==> config.mk <==
export PLATFORM = sky130hd
export DESIGN_NAME = gpio_slave
export DESIGN_NICKNAME = d
export VERILOG_FILES = /design/src/hdl/bus_pkg.sv /design/src/hdl/gpio_slave.sv
export VERILOG_INCLUDE_DIRS = /design/src /design/src/hdl
export SDC_FILE = /design/constraint.sdc
export NUM_CORES = 1
export LEC_CHECK = 0
export BUFFER_PORTS_ARGS = -buffer_cell sky130_fd_sc_hd__buf_4
export CORE_ASPECT_RATIO = 1.25
export CORE_UTILIZATION = 40
export CTS_CLUSTER_DIAMETER = 150
export DETAILED_ROUTE_END_ITERATION = 7
export PLACE_DENSITY_LB_ADDON = 0.15
export SLEW_MARGIN = 5
export SYNTH_ARGS = -nofsm -noshare
export SYNTH_HDL_FRONTEND = slang
export SYNTH_SLANG_ARGS = --single-unit
==> constraint.sdc <==
create_clock -name clk_i -period 3.8 [get_ports clk_i]
set_clock_uncertainty 0.05 [all_clocks]
set_input_delay 0 -clock clk_i [delete_from_list [all_inputs] [get_ports clk_i]]
set_output_delay 0 -clock clk_i [all_outputs]
set_load 0.01 [all_outputs]
==> src/hdl/main_bus_cfg.svh <==
// main bus configuration
`ifndef MAIN_BUS_CFG_SVH
`define MAIN_BUS_CFG_SVH

// wishbone address and data widths
`define MAIN_WB_AW 32
`define MAIN_WB_DW 32

// sram depth in words, 1 KiB in total
`define SRAM_WORDS 256

// address map, a slave matches when (addr & mask) == base
`define SRAM_BASE 32'h0000_0000
`define SRAM_MASK 32'hFFFF_FC00

// two gpio registers at offsets 0 and 4
`define GPIO_BASE 32'h0001_0000
`define GPIO_MASK 32'hFFFF_FFF8

// number of gpio pins
`define GPIO_WIDTH 16

`endif

==> src/hdl/bus_pkg.sv <==
// wishbone bus signal types
`default_nettype none

`include "main_bus_cfg.svh"

package bus_pkg;

    // byte address
    typedef logic [`MAIN_WB_AW-1:0] wb_addr_t;

    // one data word
    typedef logic [`MAIN_WB_DW-1:0] wb_data_t;

    // byte enables, one bit per data byte
    typedef logic [`MAIN_WB_DW/8-1:0] wb_sel_t;

    // gpio pin vector
    typedef logic [`GPIO_WIDTH-1:0] gpio_t;

endpackage : bus_pkg

`default_nettype wire

==> src/hdl/gpio_slave.sv <==
// gpio slave
`timescale 1ns/1ps
`default_nettype none

`include "main_bus_cfg.svh"

module gpio_slave (
    input  wire logic              clk_i,
    input  wire logic              i_arst_n,
    input  wire logic              i_stb,
    input  wire logic              i_we,
    input  bus_pkg::wb_addr_t      i_addr,
    input  bus_pkg::wb_data_t      i_wdata,
    input  bus_pkg::wb_sel_t       i_sel,
    input  bus_pkg::gpio_t         i_gpio,
    output bus_pkg::gpio_t         o_gpio,
    output logic                   o_ack,
    output bus_pkg::wb_data_t      o_rdata
);

    import bus_pkg::*;

    localparam int PAD_W = `MAIN_WB_DW - `GPIO_WIDTH;

    gpio_t out_q;
    gpio_t sync_q1;
    gpio_t sync_q2;
    logic  ack_q;
    logic  take;
    logic  in_reg;

    assign take   = i_stb & ~ack_q;
    // offset 4 is the input readback
    assign in_reg = i_addr[2];

    always_ff @(posedge clk_i or negedge i_arst_n) begin
        if (!i_arst_n) begin
            ack_q   <= 1'b0;
            out_q   <= '0;
            sync_q1 <= '0;
            sync_q2 <= '0;
        end else begin
            ack_q   <= take;
            sync_q1 <= i_gpio;
            sync_q2 <= sync_q1;
            if (take && i_we && !in_reg) begin
                for (int b = 0; b < `GPIO_WIDTH/8; b++) begin
                    if (i_sel[b]) begin
                        out_q[8*b +: 8] <= i_wdata[8*b +: 8];
                    end
                end
            end
        end
    end

    always_ff @(posedge clk_i) begin
        if (take) begin
            o_rdata <= in_reg ? {{PAD_W{1'b0}}, sync_q2} : {{PAD_W{1'b0}}, out_q};
        end
    end

    assign o_gpio = out_q;
    assign o_ack  = ack_q;

endmodule : gpio_slave

`default_nettype wire

==> results by group <==
Final layout
  • Layout Cells excl Fill: 301
  • Layout cell share with drive strength beyond 1: 50.6%
  • P&R area growth vs syn: 45.2%
  • Final nets: 320
  • Most common cell after layout, fill and taps aside: buf_4
  • Fillers: 449
  • Most frequent cells in the layout: buf_4 (71), dfrtp_1 (49), dlygate4sd3_1 (33)
  • # diodes: 0
  • Final instance area: 3360 sq um

Timing
  • Final Setup Violations: 0
  • Peak Freq: 640 MHz
  • Final period utilization: 41.1%
  • RSZ-0062 raised after global routing: false
  • TNS Setup: 0 ps
  • Fin. Hold Viols: 0
  • Slew headroom: 38.0%
  • Final Max Tran Viols: 0
  • Least-Margin Pin Slew: 927 ps
  • Fin crit period: 1560 ps

Routing
  • DRT iter0 DRCs: 74
  • Vias per inst: 4.35
  • DRC viols: 0
  • Final ANT Viol Nets: 0
  • Via Count: 1310
  • DR WL/cell: 13.5 um
  • Final wirelength: 4060 um
  • 1st-pass router iterations: 4

Clock network
  • Inserted Clock Buffers: 9
  • H-tree level count: 3
  • CTS tree: built
  • Cts repair resizes: 0
  • Reg clk slew, reported paths: 70 ps
  • Clock sinks: 65
  • CTS max path bufs: 2
  • Clock Latency Late Sink: 310 ps
  • Post-CTS setup repair buffer count: 0
  • Clk root buf: clkbuf_8

Status
  • Status: completed

Setup path
  • Crit path buf inv count: 0
  • Worst EP required: 3690 ps
  • CP endpoint kind: register
  • Worst-path cell with the longest stage delay: nor2b_2
  • Crit path largest cell delay: 730 ps
  • Critical-path cell list: nor2b_2
  • CP top delay family: simple AND/OR/NAND/NOR gates
  • Largest fanout on the critical path: 17
  • Setup CP Type: reg2reg
  • WP data arrival: 1450 ps
  • CP startpoint kind: register

Placement
  • # port buffers: 71
  • Placed Instances: 252
  • HPWL after DPL: 2570 um
  • Placed cell area: 2850 sq um
  • RD Place Congestion: 0.671

Power and ir drop
  • Peak VDD IR: 240 uV
  • LEAKAGE: 1.60 nW
  • Power per Cell Area: 499 nW/um^2

Synthesis
  • Mapped Cells: 120
  • Yosys cell types: 11
  • Top cells by area, synth: dfrtp_1 (53%), edfxtp_1 (21%), mux2_4 (10%), mux2_2 (7.8%), buf_4 (5.2%)
  • Synthesized area: 2310 sq um
  • Area leader, netlist: dfrtp_1
  • Sequential area share after synthesis: 73.8%
  • Synthesis-stage register bit count: 65
  • Yosys top cell area share: 53.0%
  • Synth warn: 0
  • Syn_area_per_cell: 19.3 sq um

Global routing
  • Global Route met3 Usage: 3.59%
  • Met1 usage: 17.7%
  • Initial antenna violation count: 0
  • Vias in the first global route: 1377
  • Grt met2 use: 24.7%
  • Largest net degree at the start of global routing: 50
  • Busiest layer in global routing: met2
  • Overall Global Routing Usage: 14.8%
  • First-pass GRT wire length: 6710 um
  • Final global-route overflow total: 0

Job
  • # Max-Cap Violations: 0

Worst hold path
  • HP Class: in2reg

Die
  • Initial core utilization: 41.9%
  • Die height: 87.0 um
  • Die Span X: 70.0 um
  • I/O pin count: 137
  • Total core area: 5520 sq um
  • Cell row count: 30
  • Die area: 6090 sq um
per-stage QoR:
stage / hold slack (ps) / power, W / setup slack (ps) / utilization [%]
floorplan: -346 / 0.000998 / 2160 / -
global placement: -6.49 / 0.00113 / 2230 / 51.6
detailed placement: 7.14 / 0.00114 / 2180 / 51.6
CTS: 58.1 / 0.00171 / 2170 / 60.9
global route: 78.4 / 0.00177 / 2140 / 60.9
finish: 92.8 / 0.00168 / 2240 / 60.9
state kept, by name (all words and copies together), names as in the netlist:
| signal | cells |
|---|---|
| o_gpio | 16 |
| o_rdata | 16 |
| sync_q1 | 16 |
| o_ack | 1 |
| sync_q2 | 16 |
layout make-up:
class                   count  area [sq um]  area share (%)
repair buffers            104           863            25.7
multi-input cells          52           528            15.7
well taps                  64          80.1            2.38
clock inverters             4          45.0            1.34
flip-flops and latches     65          1710            50.8
clock buffers              12           135            4.02
layer usage:
| layer | up-vias | share of wire, % | wire (um) |
|---|---|---|---|
| li1 | 606 | - | - |
| met1 | 654 | 40 | 1630 |
| met2 | 46 | 54 | 2210 |
| met3 | 4 | 4.1 | 168 |
| met4 | 0 | 1.2 | 47 |
| met5 | - | 0 | 0 |
power by group:
group	total, W	internal [W]	switching [W]
clock network	0.000530	0.000300	0.000230
registers	0.000845	0.000802	0.0000435
logic	0.000301	0.000194	0.000107
total	0.00168	0.00130	0.000380
cells in the mapped netlist (all sizes together):
cell and count:
edfxtp 16, nand2 2, dfrtp 49, buf 18
nor2b 1, conb 1, mux2 32, and4bb 1
path summary, 6_finish.rpt:
| kind | from | end | slack [ps] | cells past startpoint |
|---|---|---|---|---|
| worst min register to register | sync_q1[6] | sync_q2[6] | 290 | 0 |
| worst max register to register | o_ack | o_rdata[11] | 2240 | 1 |
| min in group asynchronous | i_arst_n | o_gpio[1] | 190 | 2 |
| worst min-delay path | i_sel[0] | o_gpio[7] | 90 | 3 |
| max in group asynchronous | i_arst_n | sync_q2[10] | 3100 | 2 |
| worst max-delay path | o_ack | o_rdata[11] | 2240 | 1 |
cells by family (layout without fill, tap and decap cells):
group / count (synthesis) / after routing / synth area share, %
buffers and inverters: 18 / 120 / 5.90
DFF: 65 / 65 / 73.8
and+or+nand+nor: 4 / 4 / 1.95
muxes: 32 / 32 / 18.2
other: 1 / 16 / 0.162
timing repair:
item,CTS,global route
endpoints found under the setup margin,0,0
hold endpoints to repair,81,0
hold buffers,33,0
Power figures use the tool's default switching activity.
