`src/hdl/main_bus_cfg.svh`:
```
// main bus configuration
`ifndef MAIN_BUS_CFG_SVH
`define MAIN_BUS_CFG_SVH

// wishbone address and data widths
`define MAIN_WB_AW 32
`define MAIN_WB_DW 32

// sram depth in words, 1 KiB in total
`define SRAM_WORDS 256

// address map, a slave matches when (addr & mask) == base
`define SRAM_BASE 32'h0000_0000
`define SRAM_MASK 32'hFFFF_FC00

// two gpio registers at offsets 0 and 4
`define GPIO_BASE 32'h0001_0000
`define GPIO_MASK 32'hFFFF_FFF8

// number of gpio pins
`define GPIO_WIDTH 16

`endif

```
`src/hdl/bus_pkg.sv`:
```
// wishbone bus signal types
`default_nettype none

`include "main_bus_cfg.svh"

package bus_pkg;

    // byte address
    typedef logic [`MAIN_WB_AW-1:0] wb_addr_t;

    // one data word
    typedef logic [`MAIN_WB_DW-1:0] wb_data_t;

    // byte enables, one bit per data byte
    typedef logic [`MAIN_WB_DW/8-1:0] wb_sel_t;

    // gpio pin vector
    typedef logic [`GPIO_WIDTH-1:0] gpio_t;

endpackage : bus_pkg

`default_nettype wire

```
`src/hdl/map_pkg.sv`:
```
// address map and arbitration types
`default_nettype none

package map_pkg;

    // master index, 0 is the load/store port and 1 the debug port
    typedef logic master_id_t;

    localparam master_id_t MST_LSU = 1'b0;
    localparam master_id_t MST_DBG = 1'b1;

    // arbiter fsm
    typedef enum logic {IDLE, OWNED} arb_state_t;

    // decoded target of an access
    typedef enum logic [1:0] {SEL_SRAM, SEL_GPIO, SEL_NONE} slave_sel_t;

endpackage : map_pkg

`default_nettype wire

```
`src/hdl/bus_decoder.sv`:
```
// bus address decoder
`timescale 1ns/1ps
`default_nettype none

`include "main_bus_cfg.svh"

module bus_decoder (
    input  wire logic              clk_i,
    input  wire logic              i_arst_n,

    // shared bus request
    input  wire logic              i_cyc,
    input  wire logic              i_stb,
    input  bus_pkg::wb_addr_t      i_addr,

    // per-slave strobes
    output logic                   o_sram_stb,
    output logic                   o_gpio_stb,

    // slave returns
    input  wire logic              i_sram_ack,
    input  wire logic              i_gpio_ack,
    input  bus_pkg::wb_data_t      i_sram_rdata,
    input  bus_pkg::wb_data_t      i_gpio_rdata,

    // combined return to the arbiter
    output logic                   o_ack,
    output logic                   o_err,
    output bus_pkg::wb_data_t      o_rdata
);

    import map_pkg::*;

    slave_sel_t target;
    logic       req;
    logic       err_q;

    always_comb begin
        if ((i_addr & `SRAM_MASK) == `SRAM_BASE) begin
            target = SEL_SRAM;
        end else if ((i_addr & `GPIO_MASK) == `GPIO_BASE) begin
            target = SEL_GPIO;
        end else begin
            target = SEL_NONE;
        end
    end

    assign req        = i_cyc & i_stb;
    assign o_sram_stb = req & (target == SEL_SRAM);
    assign o_gpio_stb = req & (target == SEL_GPIO);

    // unmapped access, answered like a slave ack but as err
    always_ff @(posedge clk_i or negedge i_arst_n) begin
        if (!i_arst_n) begin
            err_q <= 1'b0;
        end else begin
            err_q <= req & (target == SEL_NONE) & ~err_q;
        end
    end

    assign o_err = err_q;

    // master holds addr until ack, so the target is still valid here
    always_comb begin
        case (target)
            SEL_SRAM: begin
                o_ack   = i_sram_ack;
                o_rdata = i_sram_rdata;
            end
            SEL_GPIO: begin
                o_ack   = i_gpio_ack;
                o_rdata = i_gpio_rdata;
            end
            default: begin
                o_ack   = 1'b0;
                o_rdata = '0;
            end
        endcase
    end

endmodule : bus_decoder

`default_nettype wire

```
`config.mk`:
```
export PLATFORM = sky130hd
export DESIGN_NAME = bus_decoder
export DESIGN_NICKNAME = d
export VERILOG_FILES = /design/src/hdl/bus_pkg.sv /design/src/hdl/map_pkg.sv /design/src/hdl/bus_decoder.sv
export VERILOG_INCLUDE_DIRS = /design/src /design/src/hdl
export SDC_FILE = /design/constraint.sdc
export NUM_CORES = 1
export LEC_CHECK = 0
export BUFFER_PORTS_ARGS = -buffer_cell sky130_fd_sc_hd__buf_2
export CAP_MARGIN = 15
export CORE_MARGIN = 2
export CORE_UTILIZATION = 29
export CTS_CLUSTER_DIAMETER = 50
export DETAILED_ROUTE_END_ITERATION = 16
export GPL_ROUTABILITY_DRIVEN = 0
export PLACE_DENSITY = 0.8
export SLEW_MARGIN = 10
export SYNTH_ARGS = -nofsm -noshare
export SYNTH_HDL_FRONTEND = slang
export SYNTH_SLANG_ARGS = --single-unit
```
`constraint.sdc`:
```
create_clock -name clk_i -period 1.15 [get_ports clk_i]
set_input_delay 0 -clock clk_i [delete_from_list [all_inputs] [get_ports clk_i]]
set_output_delay 0 -clock clk_i [all_outputs]
set_load 0.01 [all_outputs]
```
==> metrics <==
Die Ht=59.8 um; Fmax=818 MHz; violated checks=negative setup slack; antenna cell count=0; I/O pins=138; Post-DRT Antenna Nets=0; Finish-stage setup viols=30; crit-path max cell delay=250 ps; via count=1622; crit path DAT=1220 ps; CP delay by family, top=buffers and inverters; critical path peak fanout=9; Bufs and invs on worst path=4; Slew headroom=77.8%; Clk Latency, worst-skew pair=0 ps; CP dominant cell by count=buf_2; # rows=20; Cell Pwr Density=211 nW/um^2; initial antenna violation count=0; area of the mapped netlist=903 um^2; wire per inst=19.2 um; max layer used=met4; wire length on met2=2820 um; max-slew violations=0; Fin Hold WS=298 ps; Setup crit start kind=input pin; Max Cap Viol=0; Area contributors post-synth=nor3_2 (33%), a32oi_1 (32%), buf_6 (6.2%); Vias/cell=5.86; first-pass GRT wire length=6000 um; minimum clock period=1220 ps; skew final=0 ps; vias in the first global route=1313; hpwl dp=3080 um; Area growth, synth to finish=127%; final hold vios=0; RSZ-0062 raised after global routing=true; drt drc=0; Core ar.=3000 um^2; Syn Nets=202; Register Area=25.0 um^2; area share of the largest cell type after synthesis=33.2%; Final Net Count=348; port buffer count=134; 1st-iter DRT viols=67; syn avg cell area=9.03 um^2; gr ovfl total=0; Met1 Wirelength=1740 um; Die W=59.8 um; leakage=0.00103 uW; largest net degree at the start of global routing=28; max reg flops=1; Max rail drop VDD=241 uV; die area=3580 um^2; router iterations before antenna repair=4; area of the multi-input gates=920 um^2; Routed WL=5310 um; Hold Path Cell Cnt=3; Yosys cell types=18; part of the Yosys area used for sequential elements=2.77%; Reg2Reg Setup Slack=460 ps; reg2reg path depth=2; starting density of the core=30.1%; setup slack after layout=-72.2 ps; Yosys reg bits=1; fin crit share=106%; type of the worst setup path=in -> out; Cells after Synth=100; DR WL met3=537 um; cell taking the most area after synthesis=nor3_2; crit path cell chain=buf_2, nor4_4, buf_4, buf_6, a32oi_1, nor3_4, buf_2; status=complete, but fails checks; Min-Delay Path Class=in -> out; Worst path depth=7; layout cells sized above 1=83.6%; Yosys Warn Count=0; Critical-path top delay cell=nor4_4; WP data required=1150 ps; crit end category=output pin; Tot GR Track Use=21.5%; worst slew pin tran=334 ps; fill cell total of the finished layout=240; Final Util=68.3%
-- cells in the mapped netlist --
| cell | instances |
|---|---|
| buf_2 | 3 |
| nand4_2 | 1 |
| nor4_4 | 1 |
| nor4_1 | 2 |
| clkbuf_1 | 3 |
| buf_4 | 4 |
| nor3_2 | 30 |
| a32oi_1 | 33 |
| nor4_2 | 4 |
| nor4b_4 | 1 |
| o31a_1 | 1 |
| clkinv_1 | 1 |
| nand2_1 | 3 |
| buf_6 | 5 |
| a21oi_1 | 1 |
| dfrtp_1 | 1 |
| nor3_1 | 4 |
| nor2_1 | 2 |
-- power breakdown --
group          switching, uW  leakage, uW  total [uW]  internal (uW)
sequential              1.30    0.0000131        39.1           37.8
combinational            189      0.00102         393            204
clock                      0            0           0              0
total                    191      0.00103         432            242
-- timing repair --
item | CTS | global route
gates cloned | 3 | 3
hold buffers | 1 | 0
hold endpoints to repair | 1 | 0
setup buffers | 3 | 2
pin swaps | 7 | 22
gates resized for setup | 22 | 34
endpoints found under the setup margin | 33 | 36
-- per-stage QoR --
stage | TNS [ps] | cells | cell area [um^2] | worst slack, ps | power, uW
after global routing | -3790 | 277 | 2050 | -173 | 454
final | -1020 | 277 | 2050 | -72.2 | 432
after detailed placement | -2710 | 265 | 1630 | -117 | 342
after floorplan | 0 | 100 | 903 | 138 | 145
after global placement | -1500 | 265 | 1630 | -80.1 | 334
after CTS | -1200 | 272 | 1860 | -59.2 | 370
-- path summary, 6_finish.rpt --
path / startpoint / to
max: i_addr[6] / o_rdata[7]
max in group asynchronous: i_arst_n / o_err$_DFF_PN0_
min in group asynchronous: i_arst_n / o_err$_DFF_PN0_
min: i_addr[16] / o_sram_stb
min reg2reg: o_err$_DFF_PN0_ / o_err$_DFF_PN0_
max reg2reg: o_err$_DFF_PN0_ / o_err$_DFF_PN0_
-- final cells by class --
class	count	area share, %
Inverter	1	0.183
Multi-Input combinational cell	83	44.8
Timing Repair Buffer	159	51.7
Tap cell	33	2.01
Sequential cell	1	1.22
-- cells by family after synthesis --
logic type | synth area share (%)
flops | 2.77
simple gates | 50.8
buf+inv | 12.9
compound gates | 33.5
-- cells in the final DEF, fill, tap and decap left out, drive strengths merged --
cell / synthesis / layout
o31a: 1 / 1
a32oi: 33 / 33
nand4: 1 / 1
dlygate4sd3: 0 / 1
nor3: 34 / 34
bufbuf: 0 / 1
nor4: 7 / 7
a21oi: 1 / 1
nor2: 2 / 2
dfrtp: 1 / 1
clkinv: 1 / 1
nand2: 3 / 3
buf: 12 / 157
nor4b: 1 / 1
-- tightest hold or removal path: stages --
cell and delay, ps:
buf_2 120, nor4_2 50, buf_2 130
-- routing by layer --
metal / global-route usage (%) / vias to the layer above
li1: - / 737
met1: 24.6 / 742
met2: 41.9 / 123
met3: 2.81 / 20
met4: 3.49 / 0
met5: 0 / -
No activity file was read; power rests on OpenSTA's default activity.
