File: src/hdl/main_bus_cfg.svh
// main bus configuration
`ifndef MAIN_BUS_CFG_SVH
`define MAIN_BUS_CFG_SVH

// wishbone address and data widths
`define MAIN_WB_AW 32
`define MAIN_WB_DW 32

// sram depth in words, 1 KiB in total
`define SRAM_WORDS 256

// address map, a slave matches when (addr & mask) == base
`define SRAM_BASE 32'h0000_0000
`define SRAM_MASK 32'hFFFF_FC00

// two gpio registers at offsets 0 and 4
`define GPIO_BASE 32'h0001_0000
`define GPIO_MASK 32'hFFFF_FFF8

// number of gpio pins
`define GPIO_WIDTH 16

`endif

File: src/hdl/bus_pkg.sv
// wishbone bus signal types
`default_nettype none

`include "main_bus_cfg.svh"

package bus_pkg;

    // byte address
    typedef logic [`MAIN_WB_AW-1:0] wb_addr_t;

    // one data word
    typedef logic [`MAIN_WB_DW-1:0] wb_data_t;

    // byte enables, one bit per data byte
    typedef logic [`MAIN_WB_DW/8-1:0] wb_sel_t;

    // gpio pin vector
    typedef logic [`GPIO_WIDTH-1:0] gpio_t;

endpackage : bus_pkg

`default_nettype wire

File: src/hdl/map_pkg.sv
// address map and arbitration types
`default_nettype none

package map_pkg;

    // master index, 0 is the load/store port and 1 the debug port
    typedef logic master_id_t;

    localparam master_id_t MST_LSU = 1'b0;
    localparam master_id_t MST_DBG = 1'b1;

    // arbiter fsm
    typedef enum logic {IDLE, OWNED} arb_state_t;

    // decoded target of an access
    typedef enum logic [1:0] {SEL_SRAM, SEL_GPIO, SEL_NONE} slave_sel_t;

endpackage : map_pkg

`default_nettype wire

File: src/hdl/bus_arbiter.sv
// round-robin bus arbiter
`timescale 1ns/1ps
`default_nettype none

module bus_arbiter (
    input  wire logic              clk_i,
    input  wire logic              i_arst_n,

    // master 0, load/store port
    input  wire logic              i_m0_cyc,
    input  wire logic              i_m0_stb,
    input  wire logic              i_m0_we,
    input  bus_pkg::wb_addr_t      i_m0_addr,
    input  bus_pkg::wb_data_t      i_m0_wdata,
    input  bus_pkg::wb_sel_t       i_m0_sel,
    output logic                   o_m0_ack,
    output logic                   o_m0_err,
    output bus_pkg::wb_data_t      o_m0_rdata,

    // master 1, debug port
    input  wire logic              i_m1_cyc,
    input  wire logic              i_m1_stb,
    input  wire logic              i_m1_we,
    input  bus_pkg::wb_addr_t      i_m1_addr,
    input  bus_pkg::wb_data_t      i_m1_wdata,
    input  bus_pkg::wb_sel_t       i_m1_sel,
    output logic                   o_m1_ack,
    output logic                   o_m1_err,
    output bus_pkg::wb_data_t      o_m1_rdata,

    // shared bus
    output logic                   o_cyc,
    output logic                   o_stb,
    output logic                   o_we,
    output bus_pkg::wb_addr_t      o_addr,
    output bus_pkg::wb_data_t      o_wdata,
    output bus_pkg::wb_sel_t       o_sel,
    input  wire logic              i_ack,
    input  wire logic              i_err,
    input  bus_pkg::wb_data_t      i_rdata
);

    import map_pkg::*;

    arb_state_t state_q;
    master_id_t owner_q;
    master_id_t last_q;
    master_id_t winner;
    logic       granted;
    logic       owner_cyc;

    // with two requesters the one that did not own the bus last wins
    always_comb begin
        if (i_m0_cyc && i_m1_cyc) begin
            winner = ~last_q;
        end else if (i_m1_cyc) begin
            winner = MST_DBG;
        end else begin
            winner = MST_LSU;
        end
    end

    assign owner_cyc = (owner_q == MST_DBG) ? i_m1_cyc : i_m0_cyc;
    assign granted   = (state_q == OWNED);

    always_ff @(posedge clk_i or negedge i_arst_n) begin
        if (!i_arst_n) begin
            state_q <= IDLE;
            owner_q <= MST_LSU;
            last_q  <= MST_LSU;
        end else begin
            case (state_q)
                IDLE: begin
                    if (i_m0_cyc || i_m1_cyc) begin
                        state_q <= OWNED;
                        owner_q <= winner;
                    end
                end
                OWNED: begin
                    // owner releases the bus by dropping cyc
                    if (!owner_cyc) begin
                        state_q <= IDLE;
                        last_q  <= owner_q;
                    end
                end
                default: state_q <= IDLE;
            endcase
        end
    end

    // forward the owner's request, nothing reaches the bus while idle
    always_comb begin
        if (owner_q == MST_DBG) begin
            o_cyc   = granted & i_m1_cyc;
            o_stb   = granted & i_m1_stb;
            o_we    = i_m1_we;
            o_addr  = i_m1_addr;
            o_wdata = i_m1_wdata;
            o_sel   = i_m1_sel;
        end else begin
            o_cyc   = granted & i_m0_cyc;
            o_stb   = granted & i_m0_stb;
            o_we    = i_m0_we;
            o_addr  = i_m0_addr;
            o_wdata = i_m0_wdata;
            o_sel   = i_m0_sel;
        end
    end

    // the waiting master sees ack and err low and keeps stb up
    assign o_m0_ack   = granted & (owner_q == MST_LSU) & i_ack;
    assign o_m0_err   = granted & (owner_q == MST_LSU) & i_err;
    assign o_m0_rdata = (owner_q == MST_LSU) ? i_rdata : '0;
    assign o_m1_ack   = granted & (owner_q == MST_DBG) & i_ack;
    assign o_m1_err   = granted & (owner_q == MST_DBG) & i_err;
    assign o_m1_rdata = (owner_q == MST_DBG) ? i_rdata : '0;

endmodule : bus_arbiter

`default_nettype wire

File: config.mk
export PLATFORM = sky130hd
export DESIGN_NAME = bus_arbiter
export DESIGN_NICKNAME = d
export VERILOG_FILES = /design/src/hdl/bus_pkg.sv /design/src/hdl/map_pkg.sv /design/src/hdl/bus_arbiter.sv
export VERILOG_INCLUDE_DIRS = /design/src /design/src/hdl
export SDC_FILE = /design/constraint.sdc
export NUM_CORES = 1
export LEC_CHECK = 0
export ABC_AREA = 1
export BUFFER_PORTS_ARGS = -buffer_cell sky130_fd_sc_hd__buf_2
export CAP_MARGIN = 5
export CORE_AREA = 2 2 123 125
export DETAILED_ROUTE_END_ITERATION = 16
export DIE_AREA = 0 0 125 127
export GPL_TIMING_DRIVEN = 0
export SETUP_SLACK_MARGIN = 0.1
export SYNTH_ARGS = -nofsm -noshare
export SYNTH_HDL_FRONTEND = slang
export SYNTH_SLANG_ARGS = --single-unit
File: constraint.sdc
create_clock -name clk_i -period 2.15 [get_ports clk_i]
set_input_delay 0.1075 -clock clk_i [delete_from_list [all_inputs] [get_ports clk_i]]
set_output_delay 0.1075 -clock clk_i [all_outputs]
set_load 0.1 [all_outputs]
==> results_dict.tcl <==
set metrics [dict create \
    die_y_um 127 \
    ff_latch_area_um2 75.07 \
    finalMaxSlewViolations 0 \
    post_cts.repair.setup_buffers 0 \
    synth-seq-cells 3 \
    rsz0062_at_grt "false" \
    path_cells "buf_4 -> clkinv_2 -> buf_2 -> nand2_1 -> nand2_1 -> buf_2" \
    vias 3216 \
    clock_latency_ps 230 \
    hold-path-endpoint "owner_q" \
    synth_warnings 0 \
    place_hpwl_um 7936 \
    first_pass_iters 4 \
    multi_input_area_um2 1165 \
    antenna_found_initial 0 \
    overflow 0 \
    antenna_left 0 \
    worst-path-buf-inv 4 \
    fmax_ghz 0.5153 \
    diodes 0 \
    place_ws_ps 399.9 \
    drive_gt1_share_pct 51.84 \
    numPortBuffers 316 \
    place.gp.congestion 0.8108 \
    cp.depth 6 \
    syn-num-nets 565 \
    r2r_slack_ps 1070 \
    viasPerCell 3.605 \
    cts_sinks 3 \
    r2r_end "granted" \
    dieWidth_um 125 \
    finalClockSkew_ps 1.842 \
    grt_use_total_pct 10.55 \
    wire_per_inst_um 10.18 \
    min_from "i_m1_cyc" \
    critPathLaunchType "register" \
    dieArea_um2 15880 \
    end_kind "output port" \
    cp_max_fo 10 \
    cp_slowest_cell "buf_2" \
    dp_cells 887 \
    r2r_cells 4 \
    grt_pass1_vias 2952 \
    path_delay_family "buffers and inverters" \
    cts_tree "built" \
    wirelength_um 9077 \
    period_share_pct 90.27 \
    drc 0 \
    period_needed_ps 1941 \
    timing.rr.start "owner_q" \
    finish.utilization_pct 24.93 \
    worst_slack_ps 209.2 \
    cts_max_path_buffers 2 \
    crit_type "reg2out" \
    postSynthCellCount 387 \
    layout.nets 887 \
    synth-seq-area-share_pct 4.594 \
    htreeDepth 1 \
    grt_max_degree 11 \
    worstMarginPinSlew_ps 504.4 \
    rows 44 \
    grt_pass1_wl_um 13870 \
    worstHoldPathType "in2reg" \
    cap_violations 0 \
    initialDrtViolationCount 80 \
    fill_cells 1690 \
    tns_ps 0 \
    status "finished clean" \
    io_pins 317 \
    synth_area_um2 1634 \
    ys_types 12 \
    initial_utilization_pct 11.33 \
    hold_violations 0 \
    cts-root-buf "clkbuf_16" \
    crit_path_max_incr_delay_ps 440 \
    required_ps 2040 \
    fin_cells 892 \
    clkTransAtPathRegs_ps 30 \
    worstHoldPathCells 3 \
    relSlewSlack_pct 66.60 \
    setup_viol 0 \
    area_growth_pct 120.1 \
    numCtsBuffers 3 \
    core-area_um2 14420 \
    synth_area_per_cell_um2 4.222 \
    worst_ep_arrival_time_ps 1830 \
]
==> routing by layer <==
| metal | part of all wire [%] | track usage [%] |
|---|---|---|
| met3 | 9.1 | 1.717 |
| met5 | 0 | 0 |
| met1 | 38 | 11.53 |
| met4 | 1.7 | 3.791 |
| met2 | 51 | 20.46 |
==> metrics by stage <==
stage / instance area [µm²] / hold slack (ps)
5_1_grt: 3596 / 176.9
3_5_place_dp: 3507 / -94.62
6_report: 3596 / 155.6
3_3_place_gp: 3507 / -93.39
2_1_floorplan: 1695 / -188.1
4_1_cts: 3596 / 158.9
==> placed cells by master, fill, tap and decap left out <==
| master | netlist | final |
|---|---|---|
| buf_4 | 2 | 2 |
| buf_6 | 12 | 12 |
| a21oi_2 | 0 | 1 |
| o21ai_1 | 1 | 1 |
| buf_2 | 9 | 325 |
| nand3_1 | 3 | 3 |
| clkbuf_1 | 0 | 1 |
| clkinv_2 | 1 | 1 |
| nor2_2 | 0 | 23 |
| nor2_1 | 37 | 14 |
| clkbuf_16 | 0 | 3 |
| nand2_1 | 249 | 249 |
| dlygate4sd3_1 | 0 | 1 |
| o21ai_0 | 1 | 1 |
| inv_1 | 68 | 68 |
| dfrtp_1 | 3 | 3 |
==> worst register-to-register path, stage by stage (launching register included) <==
cell and delay [ps]:
dfrtp_1 360, buf_4 150, buf_6 150, o21ai_1 220
nand2_1 80
==> area by class of cell <==
class / count / share of cell area (%)
repair buffers: 317 / 44.26
plain buffers: 23 / 5.428
clock buffers: 4 / 2.192
well taps: 184 / 6.402
inverters: 69 / 7.237
multi-input cells: 292 / 32.39
flip-flops and latches: 3 / 2.088
==> what timing repair did <==
item,CTS,global route
hold endpoints to repair,3,0
hold buffers,1,0
resized for setup,0,0
==> registers in the layout, summed over array words and instances (netlist names) <==
register	flops
granted	1
last_q	1
owner_q	1
==> worst max-delay path by stage <==
stage / to / start / slack (ps)
6_report: o_addr[20] / owner_q / 210
5_1_grt: o_addr[22] / owner_q / 140
4_1_cts: o_addr[20] / owner_q / 160
3_5_place_dp: o_addr[20] / owner_q / 400
3_3_place_gp: o_addr[20] / owner_q / 400
2_1_floorplan: o_m0_rdata[21] / owner_q / -2
==> cell families after synthesis <==
group,share of synthesized area (%)
DFF,4.594
AOI/OAI and AO/OA,0.9180
buffers and inverters,27.87
and+or+nand+nor,66.62
==> cells in the mapped netlist <==
library cell / number / area, µm²
a21oi_1: 1 / 5.000
o21ai_1: 1 / 5.000
buf_2: 9 / 45.04
nand2_1: 249 / 934.7
buf_4: 2 / 15.01
nand3_1: 3 / 15.01
o21ai_0: 1 / 5.000
buf_6: 12 / 135.1
dfrtp_1: 3 / 75.07
clkinv_2: 1 / 5.000
inv_1: 68 / 255.2
nor2_1: 37 / 138.9
Power is not shown: default switching activity piles up to over one toggle a cycle in this logic, so the estimate is an artifact.
